[config.mk]
export PLATFORM = sky130hd
export DESIGN_NAME = stoch_integrator_top
export DESIGN_NICKNAME = d
export VERILOG_FILES = /design/src/stoch_pkg.sv /design/src/serial_value_rx.sv /design/src/lfsr_source.sv /design/src/integrator_chain.sv /design/src/sample_serializer.sv /design/src/stoch_integrator_top.sv
export SDC_FILE = /design/constraint.sdc
export NUM_CORES = 1
export LEC_CHECK = 0
export ABC_AREA = 1
export BUFFER_PORTS_ARGS = -buffer_cell sky130_fd_sc_hd__buf_2
export CAP_MARGIN = 20
export CORE_MARGIN = 2
export CORE_UTILIZATION = 25
export DETAILED_ROUTE_END_ITERATION = 8
export PLACE_DENSITY = 0.4
export SKIP_LAST_GASP = 1
export SLEW_MARGIN = 20
export SYNTH_ARGS = -nofsm -noshare
export SYNTH_HDL_FRONTEND = slang
export SYNTH_HIERARCHICAL = 1
export SYNTH_SLANG_ARGS = --single-unit
[constraint.sdc]
create_clock -name clk -period 6.33 [get_ports clk]
set_input_delay 0.3165 -clock clk [delete_from_list [all_inputs] [get_ports clk]]
set_output_delay 0.3165 -clock clk [all_outputs]
set_load 0.01 [all_outputs]
[src/stoch_pkg.sv]
// Stochastic integrator shared package: widths, limits, LFSR constants, bundles and opcodes
package stoch_pkg;

    // Probability and counter word
    localparam int VALUE_W = 9;
    localparam logic [VALUE_W-1:0] VALUE_MAX = 9'd511; // Upper saturation
    localparam logic [VALUE_W-1:0] VALUE_MIN = 9'd0;   // Lower saturation
    localparam int NUM_INTEG = 3;                      // Integrators in the cascade

    // Serial framing, 9 data slots then one dummy slot
    localparam int FRAME_LEN = 10;
    localparam int SLOT_W    = $clog2(FRAME_LEN);
    localparam logic [SLOT_W-1:0] LAST_SLOT = SLOT_W'(FRAME_LEN - 1);

    // Output sampling period
    localparam int SAMPLE_INTERVAL = 16;
    localparam int INTERVAL_W      = $clog2(SAMPLE_INTERVAL);
    localparam logic [INTERVAL_W-1:0] LAST_INTERVAL = INTERVAL_W'(SAMPLE_INTERVAL - 1);

    // Fibonacci LFSR
    localparam int LFSR_W     = 31;
    localparam int LFSR_TAP_A = 27;
    localparam int LFSR_TAP_B = 30;                    // Feedback is TAP_A xor TAP_B
    localparam logic [LFSR_W-1:0] LFSR_SEED = 31'd134995;

    typedef logic [VALUE_W-1:0] value_t;
    typedef logic [LFSR_W-1:0]  lfsr_t;
    typedef logic [SLOT_W-1:0]  slot_t;

    typedef struct packed {
        logic a;
        logic b;
    } serial_in_t;

    typedef struct packed {
        value_t a;                                     // Increment probability
        value_t b;                                     // Shared decrement probability
    } input_values_t;

    // Random words, one per comparator
    typedef struct packed {
        value_t in_a;
        value_t in_b;
        value_t int_a;
        value_t int_b;
        value_t int_c;
    } rand_slices_t;

    typedef struct packed {
        value_t a;                                     // t
        value_t b;                                     // t^2/2
        value_t c;                                     // t^3/6
    } integ_values_t;

    typedef struct packed {
        logic a;
        logic b;
        logic c;
    } serial_out_t;

    typedef enum logic [1:0] {
        HOLD = 2'd0,
        UP   = 2'd1,
        DOWN = 2'd2
    } count_op_e;

endpackage

[src/serial_value_rx.sv]
// Serial input receiver, turns two 10-slot serial frames into the a and b probabilities
`timescale 1ns/1ps

module serial_value_rx
    import stoch_pkg::*;
(
    input  logic          clk,
    input  logic          rst_n,      // Asynchronous, active high
    input  serial_in_t    ser_in,
    output input_values_t in_values
);

    slot_t         slot_q;            // Position inside the current frame
    input_values_t shift_q;           // Words being assembled

    // Free-running frame slot, 0 to 9 from reset
    always_ff @(posedge clk or posedge rst_n) begin
        if (rst_n) begin
            slot_q <= '0;
        end else if (slot_q == LAST_SLOT) begin
            slot_q <= '0;
        end else begin
            slot_q <= slot_q + 1'b1;
        end
    end

    // Data enters at the MSB and walks down, so slot j lands in bit j after 9 shifts
    always_ff @(posedge clk or posedge rst_n) begin
        if (rst_n) begin
            shift_q <= '0;
        end else if (slot_q != LAST_SLOT) begin
            shift_q.a <= {ser_in.a, shift_q.a[VALUE_W-1:1]};
            shift_q.b <= {ser_in.b, shift_q.b[VALUE_W-1:1]};
        end
        // Dummy slot, input bit dropped
    end

    // Held values update once per frame
    always_ff @(posedge clk or posedge rst_n) begin
        if (rst_n) begin
            in_values <= '0;                    // Both probabilities start at zero
        end else if (slot_q == LAST_SLOT) begin
            in_values <= shift_q;               // Completed frame
        end
    end

endmodule

[src/lfsr_source.sv]
// Free-running 31-bit Fibonacci LFSR that supplies scrambled 9-bit random words
`timescale 1ns/1ps

module lfsr_source
    import stoch_pkg::*;
(
    input  logic         clk,
    input  logic         rst_n,       // Asynchronous, active high
    output rand_slices_t slices
);

    lfsr_t lfsr_q;
    logic  feedback;

    assign feedback = lfsr_q[LFSR_TAP_A] ^ lfsr_q[LFSR_TAP_B];

    // Shift up one bit per cycle, new bit enters at 0
    always_ff @(posedge clk or posedge rst_n) begin
        if (rst_n) begin
            lfsr_q <= LFSR_SEED;
        end else begin
            lfsr_q <= {lfsr_q[LFSR_W-2:0], feedback};
        end
    end

    // Each comparator gets its own bit mix
    // Keeps the input and feedback streams from lining up
    always_comb begin
        slices.in_a  = lfsr_q[8:0];
        slices.in_b  = {lfsr_q[5:0], lfsr_q[18:16]};
        slices.int_a = lfsr_q[30:22];                   // Top of register
        slices.int_b = {lfsr_q[15:13], lfsr_q[6:1]};
        slices.int_c = {lfsr_q[24:19], lfsr_q[14:12]};
    end

endmodule

[src/integrator_chain.sv]
// Stochastic integrator cascade: number generators and three saturating up/down counters
`timescale 1ns/1ps

module integrator_chain
    import stoch_pkg::*;
(
    input  logic          clk,
    input  logic          rst_n,        // Asynchronous, active high
    input  input_values_t in_values,
    input  rand_slices_t  slices,
    output integ_values_t integ_values,
    output logic          sn_bit_c      // Third integrator bitstream
);

    integ_values_t integ_q;

    // Stochastic bits, 1 when value beats the random word
    logic sn_in_a;
    logic sn_in_b;
    logic sn_a;
    logic sn_b;
    logic sn_c;

    count_op_e op_a;
    count_op_e op_b;
    count_op_e op_c;

    // Up alone counts up, down alone counts down, anything else holds
    function automatic count_op_e decode_op(input logic up, input logic down);
        count_op_e op;
        case ({up, down})
            2'b10:   op = UP;
            2'b01:   op = DOWN;
            default: op = HOLD;                 // Both or neither cancel
        endcase
        return op;
    endfunction

    // One step with clamping at both ends
    function automatic value_t sat_step(input value_t value, input count_op_e op);
        value_t next;
        next = value;
        case (op)
            UP: begin
                if (value != VALUE_MAX) begin
                    next = value + 1'b1;
                end
            end
            DOWN: begin
                if (value != VALUE_MIN) begin
                    next = value - 1'b1;
                end
            end
            default: next = value;
        endcase
        return next;
    endfunction

    // Input streams
    assign sn_in_a = (in_values.a > slices.in_a);
    assign sn_in_b = (in_values.b > slices.in_b);       // Shared decrement

    // Feedback streams from the counter registers
    assign sn_a = (integ_q.a > slices.int_a);
    assign sn_b = (integ_q.b > slices.int_b);
    assign sn_c = (integ_q.c > slices.int_c);

    // Cascade: each stage integrates the stream of the one before
    assign op_a = decode_op(sn_in_a, sn_in_b);
    assign op_b = decode_op(sn_a, sn_in_b);
    assign op_c = decode_op(sn_b, sn_in_b);

    always_ff @(posedge clk or posedge rst_n) begin
        if (rst_n) begin
            integ_q <= '0;
        end else begin
            integ_q.a <= sat_step(integ_q.a, op_a);
            integ_q.b <= sat_step(integ_q.b, op_b);
            integ_q.c <= sat_step(integ_q.c, op_c);
        end
    end

    assign integ_values = integ_q;
    assign sn_bit_c     = sn_c;                 // Straight off the last comparator

endmodule

[src/sample_serializer.sv]
// Output side: samples the integrators every 16 cycles and sends each as a 10-bit serial frame
`timescale 1ns/1ps

module sample_serializer
    import stoch_pkg::*;
(
    input  logic          clk,
    input  logic          rst_n,        // Asynchronous, active high
    input  integ_values_t integ_values,
    output serial_out_t   ser_out
);

    logic [INTERVAL_W-1:0] interval_q;  // Cycle position inside the sample period
    slot_t                 slot_q;      // Shared frame slot for all three lanes
    integ_values_t         sample_q;

    // Lane view of the sample, lane 2 is integrator a
    logic [NUM_INTEG-1:0][VALUE_W-1:0] sample_words;
    logic [NUM_INTEG-1:0][VALUE_W-2:0] shift_q;   // Bits 8..1 waiting to go out
    logic [NUM_INTEG-1:0]              out_q;

    assign sample_words = sample_q;

    // Sample strobe at every interval wrap
    always_ff @(posedge clk or posedge rst_n) begin
        if (rst_n) begin
            interval_q <= '0;
        end else if (interval_q == LAST_INTERVAL) begin
            interval_q <= '0;
        end else begin
            interval_q <= interval_q + 1'b1;
        end
    end

    always_ff @(posedge clk or posedge rst_n) begin
        if (rst_n) begin
            sample_q <= '0;
        end else if (interval_q == '0) begin
            sample_q <= integ_values;           // Snapshot of the live counters
        end
    end

    // Frame slot, runs 0 to 9 in step with the input side
    always_ff @(posedge clk or posedge rst_n) begin
        if (rst_n) begin
            slot_q <= '0;
        end else if (slot_q == LAST_SLOT) begin
            slot_q <= '0;
        end else begin
            slot_q <= slot_q + 1'b1;
        end
    end

    // LSB first, then the trailing zero
    always_ff @(posedge clk or posedge rst_n) begin
        if (rst_n) begin
            shift_q <= '0;
            out_q   <= '0;
        end else begin
            for (int i = 0; i < NUM_INTEG; i++) begin
                if (slot_q == '0) begin
                    out_q[i]   <= sample_words[i][0];                 // Bit 0 goes now
                    shift_q[i] <= sample_words[i][VALUE_W-1:1];       // Rest is latched
                end else if (slot_q == LAST_SLOT) begin
                    out_q[i] <= 1'b0;                                 // Frame terminator
                end else begin
                    out_q[i]   <= shift_q[i][0];
                    shift_q[i] <= shift_q[i] >> 1;
                end
            end
        end
    end

    assign ser_out = out_q;

endmodule

[src/stoch_integrator_top.sv]
// Stochastic Euler integrator top level, serial probabilities in, serial integrals out
`timescale 1ns/1ps

module stoch_integrator_top
    import stoch_pkg::*;
(
    input  logic        clk,
    input  logic        rst_n,          // Asynchronous, active high
    input  serial_in_t  ser_in,         // Serial a and b probability frames
    output serial_out_t ser_out,        // Serial frames of t, t^2/2, t^3/6
    output logic        sn_bit_c        // Raw stream of the third integrator
);

    input_values_t in_values;
    rand_slices_t  slices;
    integ_values_t integ_values;

    // Input side
    serial_value_rx rx_i (
        .clk       (clk),
        .rst_n     (rst_n),
        .ser_in    (ser_in),
        .in_values (in_values)
    );

    // Shared randomness
    lfsr_source lfsr_i (
        .clk    (clk),
        .rst_n  (rst_n),
        .slices (slices)
    );

    // Integrator cascade
    integrator_chain chain_i (
        .clk          (clk),
        .rst_n        (rst_n),
        .in_values    (in_values),
        .slices       (slices),
        .integ_values (integ_values),
        .sn_bit_c     (sn_bit_c)
    );

    // Output side
    sample_serializer ser_i (
        .clk          (clk),
        .rst_n        (rst_n),
        .integ_values (integ_values),
        .ser_out      (ser_out)
    );

endmodule

---- Word-level counts from Yosys, hierarchy flattened ----
Cells that the tools add are included.
cells by class
  bitwise gates (word level) .............. 1
  reductions and logical operators ........ 11
  eq/ne operators ......................... 26
  multiplexer cells ....................... 27
  magnitude comparators ................... 5
  $add $sub $neg .......................... 9
operators by type and width
  cell                 count
  $mux 9               6
  $pmux 9 s2           3
  $mux 8               6
  $gt 9x9->1           5
  $add 9x1->9 const B  3
  $ne 9x9->1 const B   3
  $reduce_bool 9->1    3
  $sub 9x1->9 const B  3
  $add 4x1->4 const B  3
  $eq 2x1->1 const B   6
  $eq 2x2->1 const B   6
  $eq 4x4->1 const B   3
  $mux 4               3
  $ne 2x1->1 const B   6
  $pmux 2 s2           3
  $reduce_and 3->1     3
  $logic_not 4->1      2
  $mux 1               6
  $reduce_bool 2->1    3
  $ne 4x4->1 const B   1
  $ne 2x2->1 const B   1
  $xor 1x1->1          1
storage, ports and cells
  word-level logic and storage cells ...... 97
  output and inout port bits .............. 4
  register bits ........................... 160
  input port bits ......................... 4

---- Depth between registers and ports, before layout ----
Gate-level depths: netlist of run 1.
  depth after elaboration ................. 6
  mapped depth ............................ 23
  gate-level depth less buffers ........... 22

---- Cells and area by module ----
The synthesis of run 1 kept the hierarchy.
by module, submodules not included
  module             instances  cells each  area an instance (µm²)
  integrator_chain   1          480         3465.8
  sample_serializer  1          335         2900.3
  serial_value_rx    1          153         1542.7
  lfsr_source        1          82          1147.4

---- Least setup slack after synthesis of run 1 ----
No wires, ideal clock.
  path type ............................... reg-to-reg
  start ................................... register lfsr_i.lfsr_q[1]
  end ..................................... register chain_i.integ_q, in the netlist chain_i/integ_values[26]
  cell stages (with the launch flop) ...... 21
  clock period less this slack ............ 2.910 ns
  data arrival time ....................... 2.794 ns
  required time ........................... 6.214 ns
  setup slack ............................. 3.420 ns
  buffers on the path ..................... 1
  cells stage by stage .................... dfstp_2 > buf_4 > inv_1 > ha_1 > nand2_1 > inv_1 > nand2_1 > nand2_1 > nand2_1 > nand3_1 > nand2_2 > clkinv_4 > ha_1 > fa_1 > nand3_1 > nand3_1 > nand4_1 > nand4_1 > xor2_1 > nand2_1 > nand2_1
on the way
  longest elaborated chain between the ends .. 6
  elaborated cells between the ends (all ways) .. 12
ends and longest elaborated chain
  element                                                           RTL line                                        source
  start: declaration                                                lfsr_source.sv:12                               lfsr_t lfsr_q;
  start signal: assignment                                          lfsr_source.sv:22                               lfsr_q <= {lfsr_q[LFSR_W-2:0], feedback};
  $gt 9x9->1, on equally long branches                              integrator_chain.sv:61, integrator_chain.sv:60
  $eq 2x1->1 / $eq 2x2->1 (equally long branches)                   integrator_chain.sv:31                          case ({up, down})
  $pmux 2 s2 *                                                      integrator_chain.sv:31
  $eq 2x2->1 / $eq 2x1->1 (equally long branches)                   integrator_chain.sv:43                          case (op)
  $ne 2x1->1 (no line) / $reduce_bool 2->1 (equally long branches)  n/a
  $reduce_and 3->1 (no line)                                        n/a
  end: declaration                                                  integrator_chain.sv:15                          integ_values_t integ_q;
Mark *: on every way between the ends. The rest lies on a longest branch, timed or not.
A chain may end at the register's enable or synchronous reset.

---- Final worst setup path of run 1 ----
  start ................................... register lfsr_i.lfsr_q[6]
  end ..................................... register chain_i.integ_q, in the netlist chain_i/integ_values[26]
on the way
  longest elaborated chain between the ends .. 6
  elaborated cells between the ends (all ways) .. 11
ends and longest elaborated chain
  element                                                           RTL line                source
  $gt 9x9->1 *                                                      integrator_chain.sv:60  assign sn_in_a = (in_values.a > slices.in_a);
  $eq 2x1->1 / $eq 2x2->1 (equally long branches)                   integrator_chain.sv:31
  $pmux 2 s2 *                                                      integrator_chain.sv:31
  $eq 2x2->1 / $eq 2x1->1 (equally long branches)                   integrator_chain.sv:43
  $ne 2x1->1 (no line) / $reduce_bool 2->1 (equally long branches)  n/a
  $reduce_and 3->1 (no line)                                        n/a
Marked as above.

==> results of run 1 <==
path summary, 6_finish.rpt:
path                                        startpoint                                   end  slack, ns  depth (start not counted)
setup / recovery            lfsr_i/lfsr_q[6]$_DFF_PP1_  chain_i/integ_values[26]$_DFFE_PP0P_       3.01                         13
hold / removal                               ser_in[1]          rx_i/shift_q[17]$_DFFE_PP0P_       0.07                          3
setup reg to reg            lfsr_i/lfsr_q[6]$_DFF_PP1_  chain_i/integ_values[26]$_DFFE_PP0P_       3.01                         13
hold reg to reg            lfsr_i/lfsr_q[10]$_DFF_PP1_           lfsr_i/lfsr_q[11]$_DFF_PP1_       0.36                          0
max in group asynchronous                        rst_n          ser_i/shift_q[5]$_DFFE_PP0P_       5.07                          4
min in group asynchronous                        rst_n  chain_i/integ_values[23]$_DFFE_PP0P_       0.53                          4
area by class of cell:
cell class	count	area, um^2
fillers	3827	25900
flip-flops and latches	160	4020
multi-input cells	669	3900
well taps	461	577
inverters	150	568
clock buffers	18	429
clock inverters	14	123
repair buffers	14	103
worst max-delay path, stage by stage, from the launching register on:
cell	delay [ns]
dfstp_2	0.56
inv_1	0.05
ha_1	0.28
nand2_1	0.05
nor2_1	0.16
nand4_1	0.12
o21ai_0	0.39
ha_1	0.52
nor4b_1	0.29
a31oi_1	0.12
nand2_1	0.37
inv_1	0.15
nand2_1	0.10
nand2_1	0.04
power groups by stage:
stage | combinational [mW] | clock [mW] | sequential (mW)
floorplan | 1.31 | 0 | 1.37
global placement | 1.57 | 0 | 1.47
detailed placement | 1.57 | 0 | 1.47
CTS | 1.58 | 1.02 | 1.45
global route | 1.81 | 1.06 | 1.48
finish | 1.56 | 0.976 | 1.45
cells in the final DEF, fill, tap and decap left out, drive strengths merged, types with 2 or more instances in the layout:
cell type | synthesis | layout
a21o | 2 | 2
a21oi | 57 | 57
buf | 70 | 13
clkbuf | 1 | 18
clkinv | 1 | 8
dfrtp | 151 | 151
dfstp | 9 | 9
fa | 3 | 3
ha | 70 | 70
inv | 149 | 156
nand2 | 257 | 257
nand3 | 133 | 133
nand3b | 5 | 5
nand4 | 11 | 11
nor2 | 56 | 56
nor3 | 7 | 7
nor4 | 5 | 5
o21ai | 28 | 28
xnor2 | 12 | 12
xor2 | 14 | 14
flip-flops by register name, indices dropped and copies added, names as in the netlist:
name	count
ser_i/interval_q	4
lfsr_i/lfsr_q	31
rx_i/in_values	18
ser_i/shift_q	24
chain_i/integ_values	27
rx_i/shift_q	18
ser_i/ser_out	3
ser_i/sample_q	27
rx_i/slot_q	4
ser_i/slot_q	4
logic make-up after synthesis:
kind of cell	Yosys count	share of synthesized area
xor+xnor	26	0.0251
buf+inv	221	0.126
fa+ha+maj	73	0.103
compound gates	92	0.0605
flops	160	0.443
simple gates	478	0.241
layer usage:
layer  vias up  track usage  share of wire
met2        48        0.162           0.45
met3        14       0.0241          0.023
met1      2912        0.145           0.52
met5         -            0              0
met4         0       0.0308          0.011
li1       3263            -              -
metrics by stage:
step / cell area (um^2) / std cells / utilization / setup WS [ns] / hold WS, ns
6_report: 9710 / 1486 / 0.272 / 3.01 / 0.0703
5_1_grt: 9710 / 1486 / 0.272 / 2.63 / 0.0744
4_1_cts: 9690 / 1485 / 0.272 / 2.92 / 0.0466
3_5_place_dp: 9130 / 1452 / 0.256 / 2.93 / 0.352
3_3_place_gp: 9130 / 1452 / 0.256 / 2.92 / 0.347
2_1_floorplan: 9060 / 1050 / - / 3.42 / 0.345
repair_timing:
item	in CTS	in global routing
setup endpoints to repair	0	0
hold buffers	1	0
hold endpoints to repair	27	0
==> run metrics, run 1 <==
Total Power=3.98 mW; DR pass1 iterations=4; top cells by area, synth=dfrtp_1 42%, nand2_1 10%, ha_1 9.7%; clock-pin slew on the worst setup and hold paths=0.07 ns; endpoints failing hold=0; Leak=between 4 and 5 nW; DIE HEIGHT=roughly 200 um; Reg power frac=0.363; post-synth top area cell=dfrtp_1; Clock Skew=0.0111 ns; cts repair resizes=0; synthesized area=9060 um^2; WP data arrival=roughly 3.6 ns; Initial Utilization=0.254; syn_nets=1127; Post-CTS Setup Inserts=0; final WL=about 19000 um; Rows=69; routability congestion estimate=0.758; area delta synth->final=7.23%; clk sink count=160; Mapped Avg Cell Area=8.62 um^2; core box area=35700 um^2; DR WL/cell=12.5 um; synth warn=6; Via density=about 4.2; crit path max fanout=15; Req. time, crit path=6.66 ns; sequential area share after synthesis=0.443; initial antenna violation count=0; Worst-Margin Slew=1.08 ns; IO buf count=7; final setup fails=0; H-tree depth=4; kind of critical path=flop to flop; HP Class=primary input to flop; Async S/R FF share, synth=1.00; Slew Limit Fails=0; Power per Cell Area=~400 nW/um^2; Total GRT Usage=0.105; cell-internal power=2.36 mW; clock tree buffer depth=2; final worst-path cycle share=0.524; Overflow after GRT=0; Num CTS Buffers=17; max_cap viols=0; Gate power share=0.391; vias=6237; CP endpoint kind=flop; post-DP HPWL=13000 um; switching power=approximately 1.6 mW; DRT antenna net count=0; Synth Instances=approximately 1100; CTS Root Cell=clkbuf_16; VDD IR max=177 uV; outcome=finished clean; largest net degree at the start of global routing=63; ys flop type=dfrtp_1; layout net count=1089; Seq cells post-synth=160; crit path time final=3.32 ns; Slew HR=0.278; Post-synth top cells=248 x nand2_1, 151 x dfrtp_1, 146 x inv_1, 130 x nand3_1, 70 x ha_1; Post-synth EDFFs=0; DRC=0; Clock power frac=0.245; CTS tree=done; clk_lat worst skew=around 0.43 ns; top cell type's share of synthesized area=0.417; vias in the first global route=6113; Die Width=194 um; Max Clk Rate=302 MHz; global-route wire length before repair=31800 um; top-count cell post-synth=nand2_1; setup TNS=0 ns; Top Ports=8; unrepaired setup endpoints after global routing=no; DRT iter0 DRCs=~290; fraction of layout cells with a size suffix above 1=0.0985; CP Launch Type=flop; Yosys cell types=44; Sw Ratio=0.407; number of diodes=0; Die ar.=37800 um^2
No activity file was read; power rests on OpenSTA's default activity.
==> run 2: changes to the inputs <==
ABC_AREA = 0   (was 1)
PLACE_DENSITY = 0.42   (was 0.4)
clock period = 2.95 ns   (was 6.33 ns; I/O delays follow)
==> run 2 against run 1 <==
The flow now finishes with violations (negative setup slack). Maximum frequency is 4.5% lower. Final cell count is 7.9% lower. Global-route usage rose by 0.70 points.
==> run metrics, run 2 <==
crit path time final=3.47 ns (+0.156 ns); Worst-Margin Slew=0.737 ns (-0.344 ns); Req. time, crit path=3.27 ns (-3.39 ns); Top Ports=8 (unchanged); synth warn=6 (unchanged); Rows=67 (-2.9%); crit-path cells=inv_2 > ha_4 > a21oi_2 > o21ai_2 > a2111o_1 > nand2_2 > inv_2 > ha_4 > buf_4 > fa_2 > a21o_1 > a211oi_2 > o21ai_1 > a21oi_1 > and3b_1 > xor2_1; Synth Instances=798 (-24%); final setup fails=19 (+19); Initial Utilization=0.255 (+0.00104); Slew HR=0.509 (+0.230); Seq cells post-synth=160 (unchanged); fraction of layout cells with a size suffix above 1=0.350 (+0.251); worst hold slack=0.195 ns (+0.124 ns); syn_nets=875 (-22%); post-synth top area cell=dfrtp_1; vias=5914 (-5.2%); HP Class=primary input to async pin; core box area=33600 um^2 (-5.7%); Post-synth top cells=151 x dfrtp_1, 127 x nand2_1, 70 x ha_1, 65 x inv_1, 53 x buf_4; clock tree buffer depth=2 (unchanged); Post-synth EDFFs=0 (unchanged); Worst path max stage delay=0.56 ns (about the same); IO buf count=7 (unchanged); top cells by area, synth=dfrtp_1 44%, ha_1 10%, nand2_1 5.6%; Mapped Avg Cell Area=10.7 um^2 (+25%); CP max stage cell=dfstp_2; CTS Root Cell=clkbuf_16; max reg flops=31 (unchanged); DRT iter0 DRCs=262 (-10%); synthesized area=8570 um^2 (-5.3%); Reg with most FFs=lfsr_i/lfsr_q; clk_lat worst skew=0.43 ns (about the same); initial antenna violation count=0 (unchanged); Clock Skew=0.00946 ns (-0.00168 ns); CTS tree=done; placed cell count=1321 (-9.0%); DR WL/cell=13.6 um (+8.2%); commonest non-fill, non-tap cell in the layout=dfrtp_1; largest net degree at the start of global routing=42 (-33%); DIE HEIGHT=189 um (-2.6%); clk sink count=160 (unchanged); final worst-path cycle share=1.18 (+0.653); H-tree depth=4 (unchanged); Num CTS Buffers=17 (unchanged); Final Worst Setup Slack=-0.522 ns (-3.54 ns); Die ar.=35800 um^2 (-5.2%); number of diodes=0 (unchanged); CP endpoint kind=flop; CP Launch Type=flop; global-route wire length before repair=31800 um (-0.19%); Async S/R FF share, synth=1.00 (unchanged); Power per Cell Area=961 nW/um^2 (+130%); routability congestion estimate=0.754 (-0.45%); final WL=18600 um (-0.30%); sequential area share after synthesis=0.468 (+0.0250); Max Clk Rate=288 MHz (-4.5%); violated checks=negative setup slack; Yosys cell types=64 (+45%); Leak=4.83 nW (+0.13%); unrepaired setup endpoints after global routing=yes; clock-pin slew on the worst setup and hold paths=0.07 ns (about the same); vias in the first global route=6108 (-0.082%); crit path max fanout=4 (-11); layout net count=985 (-9.6%); Total GRT Usage=0.112 (+0.00701); Slew Limit Fails=0 (unchanged); WP data arrival=3.79 ns (+0.15 ns); Place WS=-0.649 ns (-3.58 ns); final instance count without filler cells=1369 (-7.9%); endpoints failing hold=0 (unchanged); ys flop type=dfrtp_1; Final Util=0.325 (+0.0530); area delta synth->final=27.6%; Die Width=189 um (-2.6%); kind of critical path=flop to flop; Overflow after GRT=0 (unchanged); DRT antenna net count=0 (unchanged); VDD IR max=445 uV (+150%); post-DP HPWL=13400 um (+2.9%); top cell type's share of synthesized area=0.441 (+0.0235); DR pass1 iterations=4 (unchanged); max_cap viols=0 (unchanged); most frequent cells in the layout=151 x dfrtp_1, 139 x buf_4, 126 x nand2_1; Via density=4.32 (+2.9%); DRC=0 (unchanged); top-count cell post-synth=dfrtp_1; outcome=finished, violations left
## run 2: worst paths after layout
check / start / endpoint / slack, ns / cells past startpoint
max in group asynchronous: rst_n / chain_i/integ_values[1]$_DFFE_PP0P_ / 1.83 / 4
min: rst_n / ser_i/sample_q[7]$_DFFE_PP0N_ / 0.19 / 3
max reg2reg: lfsr_i/lfsr_q[1]$_DFF_PP1_ / chain_i/integ_values[26]$_DFFE_PP0P_ / -0.52 / 16
min reg2reg: lfsr_i/lfsr_q[9]$_DFF_PP1_ / lfsr_i/lfsr_q[10]$_DFF_PP1_ / 0.35 / 0
min in group clk: lfsr_i/lfsr_q[9]$_DFF_PP1_ / lfsr_i/lfsr_q[10]$_DFF_PP1_ / 0.35 / 0
max: lfsr_i/lfsr_q[1]$_DFF_PP1_ / chain_i/integ_values[26]$_DFFE_PP0P_ / -0.52 / 16
## run 2: power by group
part / internal [mW] / switching, mW
clock: 1.52 / 0.901
combinational: 2.83 / 2.25
sequential: 2.63 / 0.387
## run 2: final cells by class
cell class                      count  area, um^2
Multi-Input combinational cell    509        4270
Timing Repair Buffer              155        1200
Fill cell                        3415       22700
Clock buffer                       21         450
Inverter                           65         246
Clock inverter                     11         189
Tap cell                          448         561
Sequential cell                   160        4020
## run 2: through the flow
step / power (mW) / area, um^2 / TNS (ns)
floorplan: 5.81 / 8830 / -4.50
global placement: 7.63 / 9930 / -7.20
detailed placement: 7.66 / 9930 / -7.50
CTS: 10.5 / 10800 / -6.51
global route: 11.3 / 10900 / -9.62
finish: 10.5 / 10900 / -6.11
## run 2: logic make-up (layout without fill, tap and decap cells)
logic type	after synthesis	in the layout	synth area share
AOI/OAI and AO/OA	133	133	0.114
muxes	60	60	0.0769
adders and majority gates	73	73	0.109
buffers and inverters	129	252	0.0887
xor gates and xnor gates	26	26	0.0266
DFF	160	160	0.468
and+or+nand+nor	217	217	0.116
## run 2: repair_timing
action                                  CTS  global route
setup buffers                            12             4
endpoints found under the setup margin   19            21
pin swaps                                41            17
gates resized for setup                  31            14
hold buffers                              3             0
endpoints found under the hold margin   101             0
## run 2: metal layers
layer | GRT usage | routed length, um
met4 | 0.0370 | 234
met1 | 0.151 | 9300
met2 | 0.176 | 8630
met5 | 0 | 0
met3 | 0.0256 | 394
## run 2: worst max-delay path, delay by kind of cell, from the launching register on
family / cells / cell delay, ns
AO/OA/AOI/OAI: 7 / 1.39
XOR/XNOR: 1 / 0.14
adder cells (fa/ha/maj): 3 / 0.72
buffers and inverters: 3 / 0.23
flip-flops: 1 / 0.56
AND/OR/NAND/NOR: 2 / 0.31
==> run 3: changes to the inputs <==
SYNTH_HIERARCHICAL = not set   (was 1)
==> run 3 against run 2 <==
The run still ends with negative setup slack left. Register-to-register slack better by 0.27 ns. Critical path depth shrank 3. Global-route usage is 0.085 points higher. Sequential cell count did not move. Clock skew up 0.0020 ns. Final cell count is 6.1% lower. Clock power is 9.1% lower. Via count is 4.2% lower. Critical path type unchanged. Critical endpoint is now chain_i.integ_values[8]$_DFFE_PP0P_.
==> run metrics, run 3 <==
sequential area share after synthesis=0.504 (+0.0355); violated checks=negative setup slack; Req. time, crit path=3.26 ns (about the same); Final Worst Setup Slack=-0.253 ns (+0.269 ns); final worst-path cycle share=1.09 (-0.0913); CTS tree=done; largest net degree at the start of global routing=65 (+55%); CP endpoint kind=flop; max reg flops=31 (unchanged); CTS Root Cell=clkbuf_16; VDD IR max=552 uV (+24%); IO buf count=7 (unchanged); CP Launch Type=flop; Die Width=183 um (-3.5%); DRT antenna net count=0 (unchanged); Post-synth EDFFs=0 (unchanged); clk sink count=160 (unchanged); DR WL/cell=13.5 um (-0.20%); Reg with most FFs=lfsr_i.lfsr_q; Worst-Margin Slew=0.635 ns (-0.102 ns); routability congestion estimate=0.766 (+1.5%); most frequent cells in the layout=151 x dfrtp_1, 138 x nand2_1, 105 x buf_4; kind of critical path=flop to flop; post-synth top area cell=dfrtp_1; clock-pin slew on the worst setup and hold paths=0.07 ns (about the same); final WL=17400 um (-6.2%); Via density=4.40 (+1.9%); Clock Skew=0.0115 ns (+0.00202 ns); fraction of layout cells with a size suffix above 1=0.328 (-0.0216); Top Ports=8 (unchanged); Rows=65 (-3.0%); vias=5663 (-4.2%); Num CTS Buffers=17 (unchanged); endpoints failing hold=0 (unchanged); number of diodes=0 (unchanged); Reg2Reg Depth=13 (-3); Mapped Avg Cell Area=10.7 um^2 (-0.30%); core box area=31500 um^2 (-6.4%); Final Util=0.335 (+0.00958); outcome=finished, violations left; Slew HR=0.576 (+0.0679); initial antenna violation count=0 (unchanged); layout net count=952 (-3.4%); HP Class=primary input to async pin; WP data arrival=3.52 ns (-0.27 ns); Total Power=10.3 mW (-2.0%); final setup fails=20 (+1); clk_lat worst skew=0.44 ns (about the same); Leak=4.66 nW (-3.3%); H-tree depth=4 (unchanged); crit path max fanout=6 (+2); unrepaired setup endpoints after global routing=yes; crit path time final=3.20 ns (-0.269 ns); Worst path max stage delay=0.54 ns (-0.02 ns); vias in the first global route=5700 (-6.7%); crit-path cells=inv_2 > ha_4 > a21o_1 > a21o_1 > a211oi_2 > o21ai_2 > o21a_4 > ha_4 > fa_2 > a211oi_4 > o211ai_1 > a311o_1 > xnor2_1; top-count cell post-synth=dfrtp_1; synthesized area=7970 um^2 (-7.0%); post-DP HPWL=12100 um (-9.2%); syn_nets=825 (-5.7%); Synth Instances=744 (-6.8%); Place WS=-0.361 ns (+0.288 ns); top cells by area, synth=dfrtp_1 47%, ha_1 12%, nand2_1 6.8%; Seq cells post-synth=160 (unchanged); Yosys cell types=42 (-34%); DRT iter0 DRCs=223 (-15%); Total GRT Usage=0.112 (+0.000855); DRC=0 (unchanged); Max Clk Rate=312 MHz (+8.4%); global-route wire length before repair=29500 um (-7.3%); clock tree buffer depth=2 (unchanged); ys flop type=dfrtp_1; top cell type's share of synthesized area=0.474 (+0.0334); DR pass1 iterations=4 (unchanged); synth warn=0 (-6); Die ar.=33300 um^2 (-6.9%); Post-synth top cells=151 x dfrtp_1, 144 x nand2_1, 74 x ha_1, 50 x o21ai_0, 44 x inv_1; Slew Limit Fails=0 (unchanged); Initial Utilization=0.253 (-0.00184); CP max stage cell=dfstp_2; commonest non-fill, non-tap cell in the layout=dfrtp_1; max_cap viols=0 (unchanged); Async S/R FF share, synth=1.00 (unchanged); Power per Cell Area=977 nW/um^2 (+1.6%); DIE HEIGHT=183 um (-3.5%); Overflow after GRT=0 (unchanged); area delta synth->final=32.3%
==> run 3: cell count changes in the layout (fill, tap and decap cells not counted), sizes merged, moves of 9 or more <==
cell,before,now
buf,152,129
inv,65,46
a21o,7,22
nand2,129,144
nor2,25,13
a22o,17,8
==> run 3: report_power, final <==
part | switching (mW) | total [mW] | internal (mW)
Sequential | 0.387 | 3.02 | 2.63
Combinational | 2.27 | 5.07 | 2.81
Clock | 0.950 | 2.20 | 1.25
Total | 3.60 | 10.3 | 6.70
==> run 3: logic make-up after synthesis <==
logic type | after synthesis | synth area share
AND/OR/NAND/NOR | 211 | 0.116
multiplexers | 57 | 0.0771
buffers and inverters | 68 | 0.0355
XOR/XNOR | 25 | 0.0275
AO/OA/AOI/OAI | 146 | 0.116
adder cells (fa/ha/maj) | 77 | 0.124
flip-flops | 160 | 0.504
==> run 3: final timing paths <==
| kind | startpoint | to | slack, ns |
|---|---|---|---|
| worst max-delay path | lfsr_i.lfsr_q[17]$_DFF_PP1_ | chain_i.integ_values[8]$_DFFE_PP0P_ | -0.25 |
| worst min-delay path | rst_n | ser_i.shift_q[9]$_DFFE_PP0P_ | 0.28 |
| worst max register to register | lfsr_i.lfsr_q[17]$_DFF_PP1_ | chain_i.integ_values[8]$_DFFE_PP0P_ | -0.25 |
| worst min register to register | lfsr_i.lfsr_q[9]$_DFF_PP1_ | lfsr_i.lfsr_q[10]$_DFF_PP1_ | 0.36 |
| max in group asynchronous | rst_n | lfsr_i.lfsr_q[4]$_DFF_PP1_ | 1.88 |
| min in group clk | lfsr_i.lfsr_q[9]$_DFF_PP1_ | lfsr_i.lfsr_q[10]$_DFF_PP1_ | 0.36 |
==> run 3: layout make-up <==
cell class                      count  area (um^2)
Sequential cell                   160         4020
Inverter                           44          169
Clock buffer                       17          425
Clock inverter                     15          161
Tap cell                          402          503
Timing Repair Buffer              132         1070
Multi-Input combinational cell    516         4200
Fill cell                        3203        20900
==> run 3: metal layers <==
metal  wire length [um]  share of wire  up-vias  GRT usage
met3                469          0.027       13     0.0307
li1                   -              -     2875          -
met2               7830           0.45       45      0.169
met1               8940           0.51     2730      0.159
met4                166         0.0095        0     0.0297
met5                  0              0        -          0
==> run 3: metrics by stage <==
step           hold WS (ns)  area [um^2]  cells  TNS [ns]
2_1_floorplan         0.260         8150    744    -0.187
3_3_place_gp          0.212         9370   1227     -5.00
3_5_place_dp          0.208         9370   1227     -5.27
4_1_cts               0.285        10300   1284     -4.37
5_1_grt               0.298        10500   1286     -5.25
6_report              0.285        10500   1286     -2.16
==> run 3: worst max-delay path: cells and delay by family, from the launching register on <==
| family | cells | cell delay [ns] |
|---|---|---|
| compound gates | 8 | 1.61 |
| fa+ha+maj | 3 | 0.78 |
| flops | 1 | 0.54 |
| xor+xnor | 1 | 0.13 |
| buf+inv | 1 | 0.04 |
==> run 3: repair_timing <==
action,in CTS,in global routing
setup buffers,25,4
hold buffers,3,0
setup endpoints to repair,25,27
gates cloned,1,0
resized for setup,53,44
pin swaps,24,47
endpoints found under the hold margin,17,0
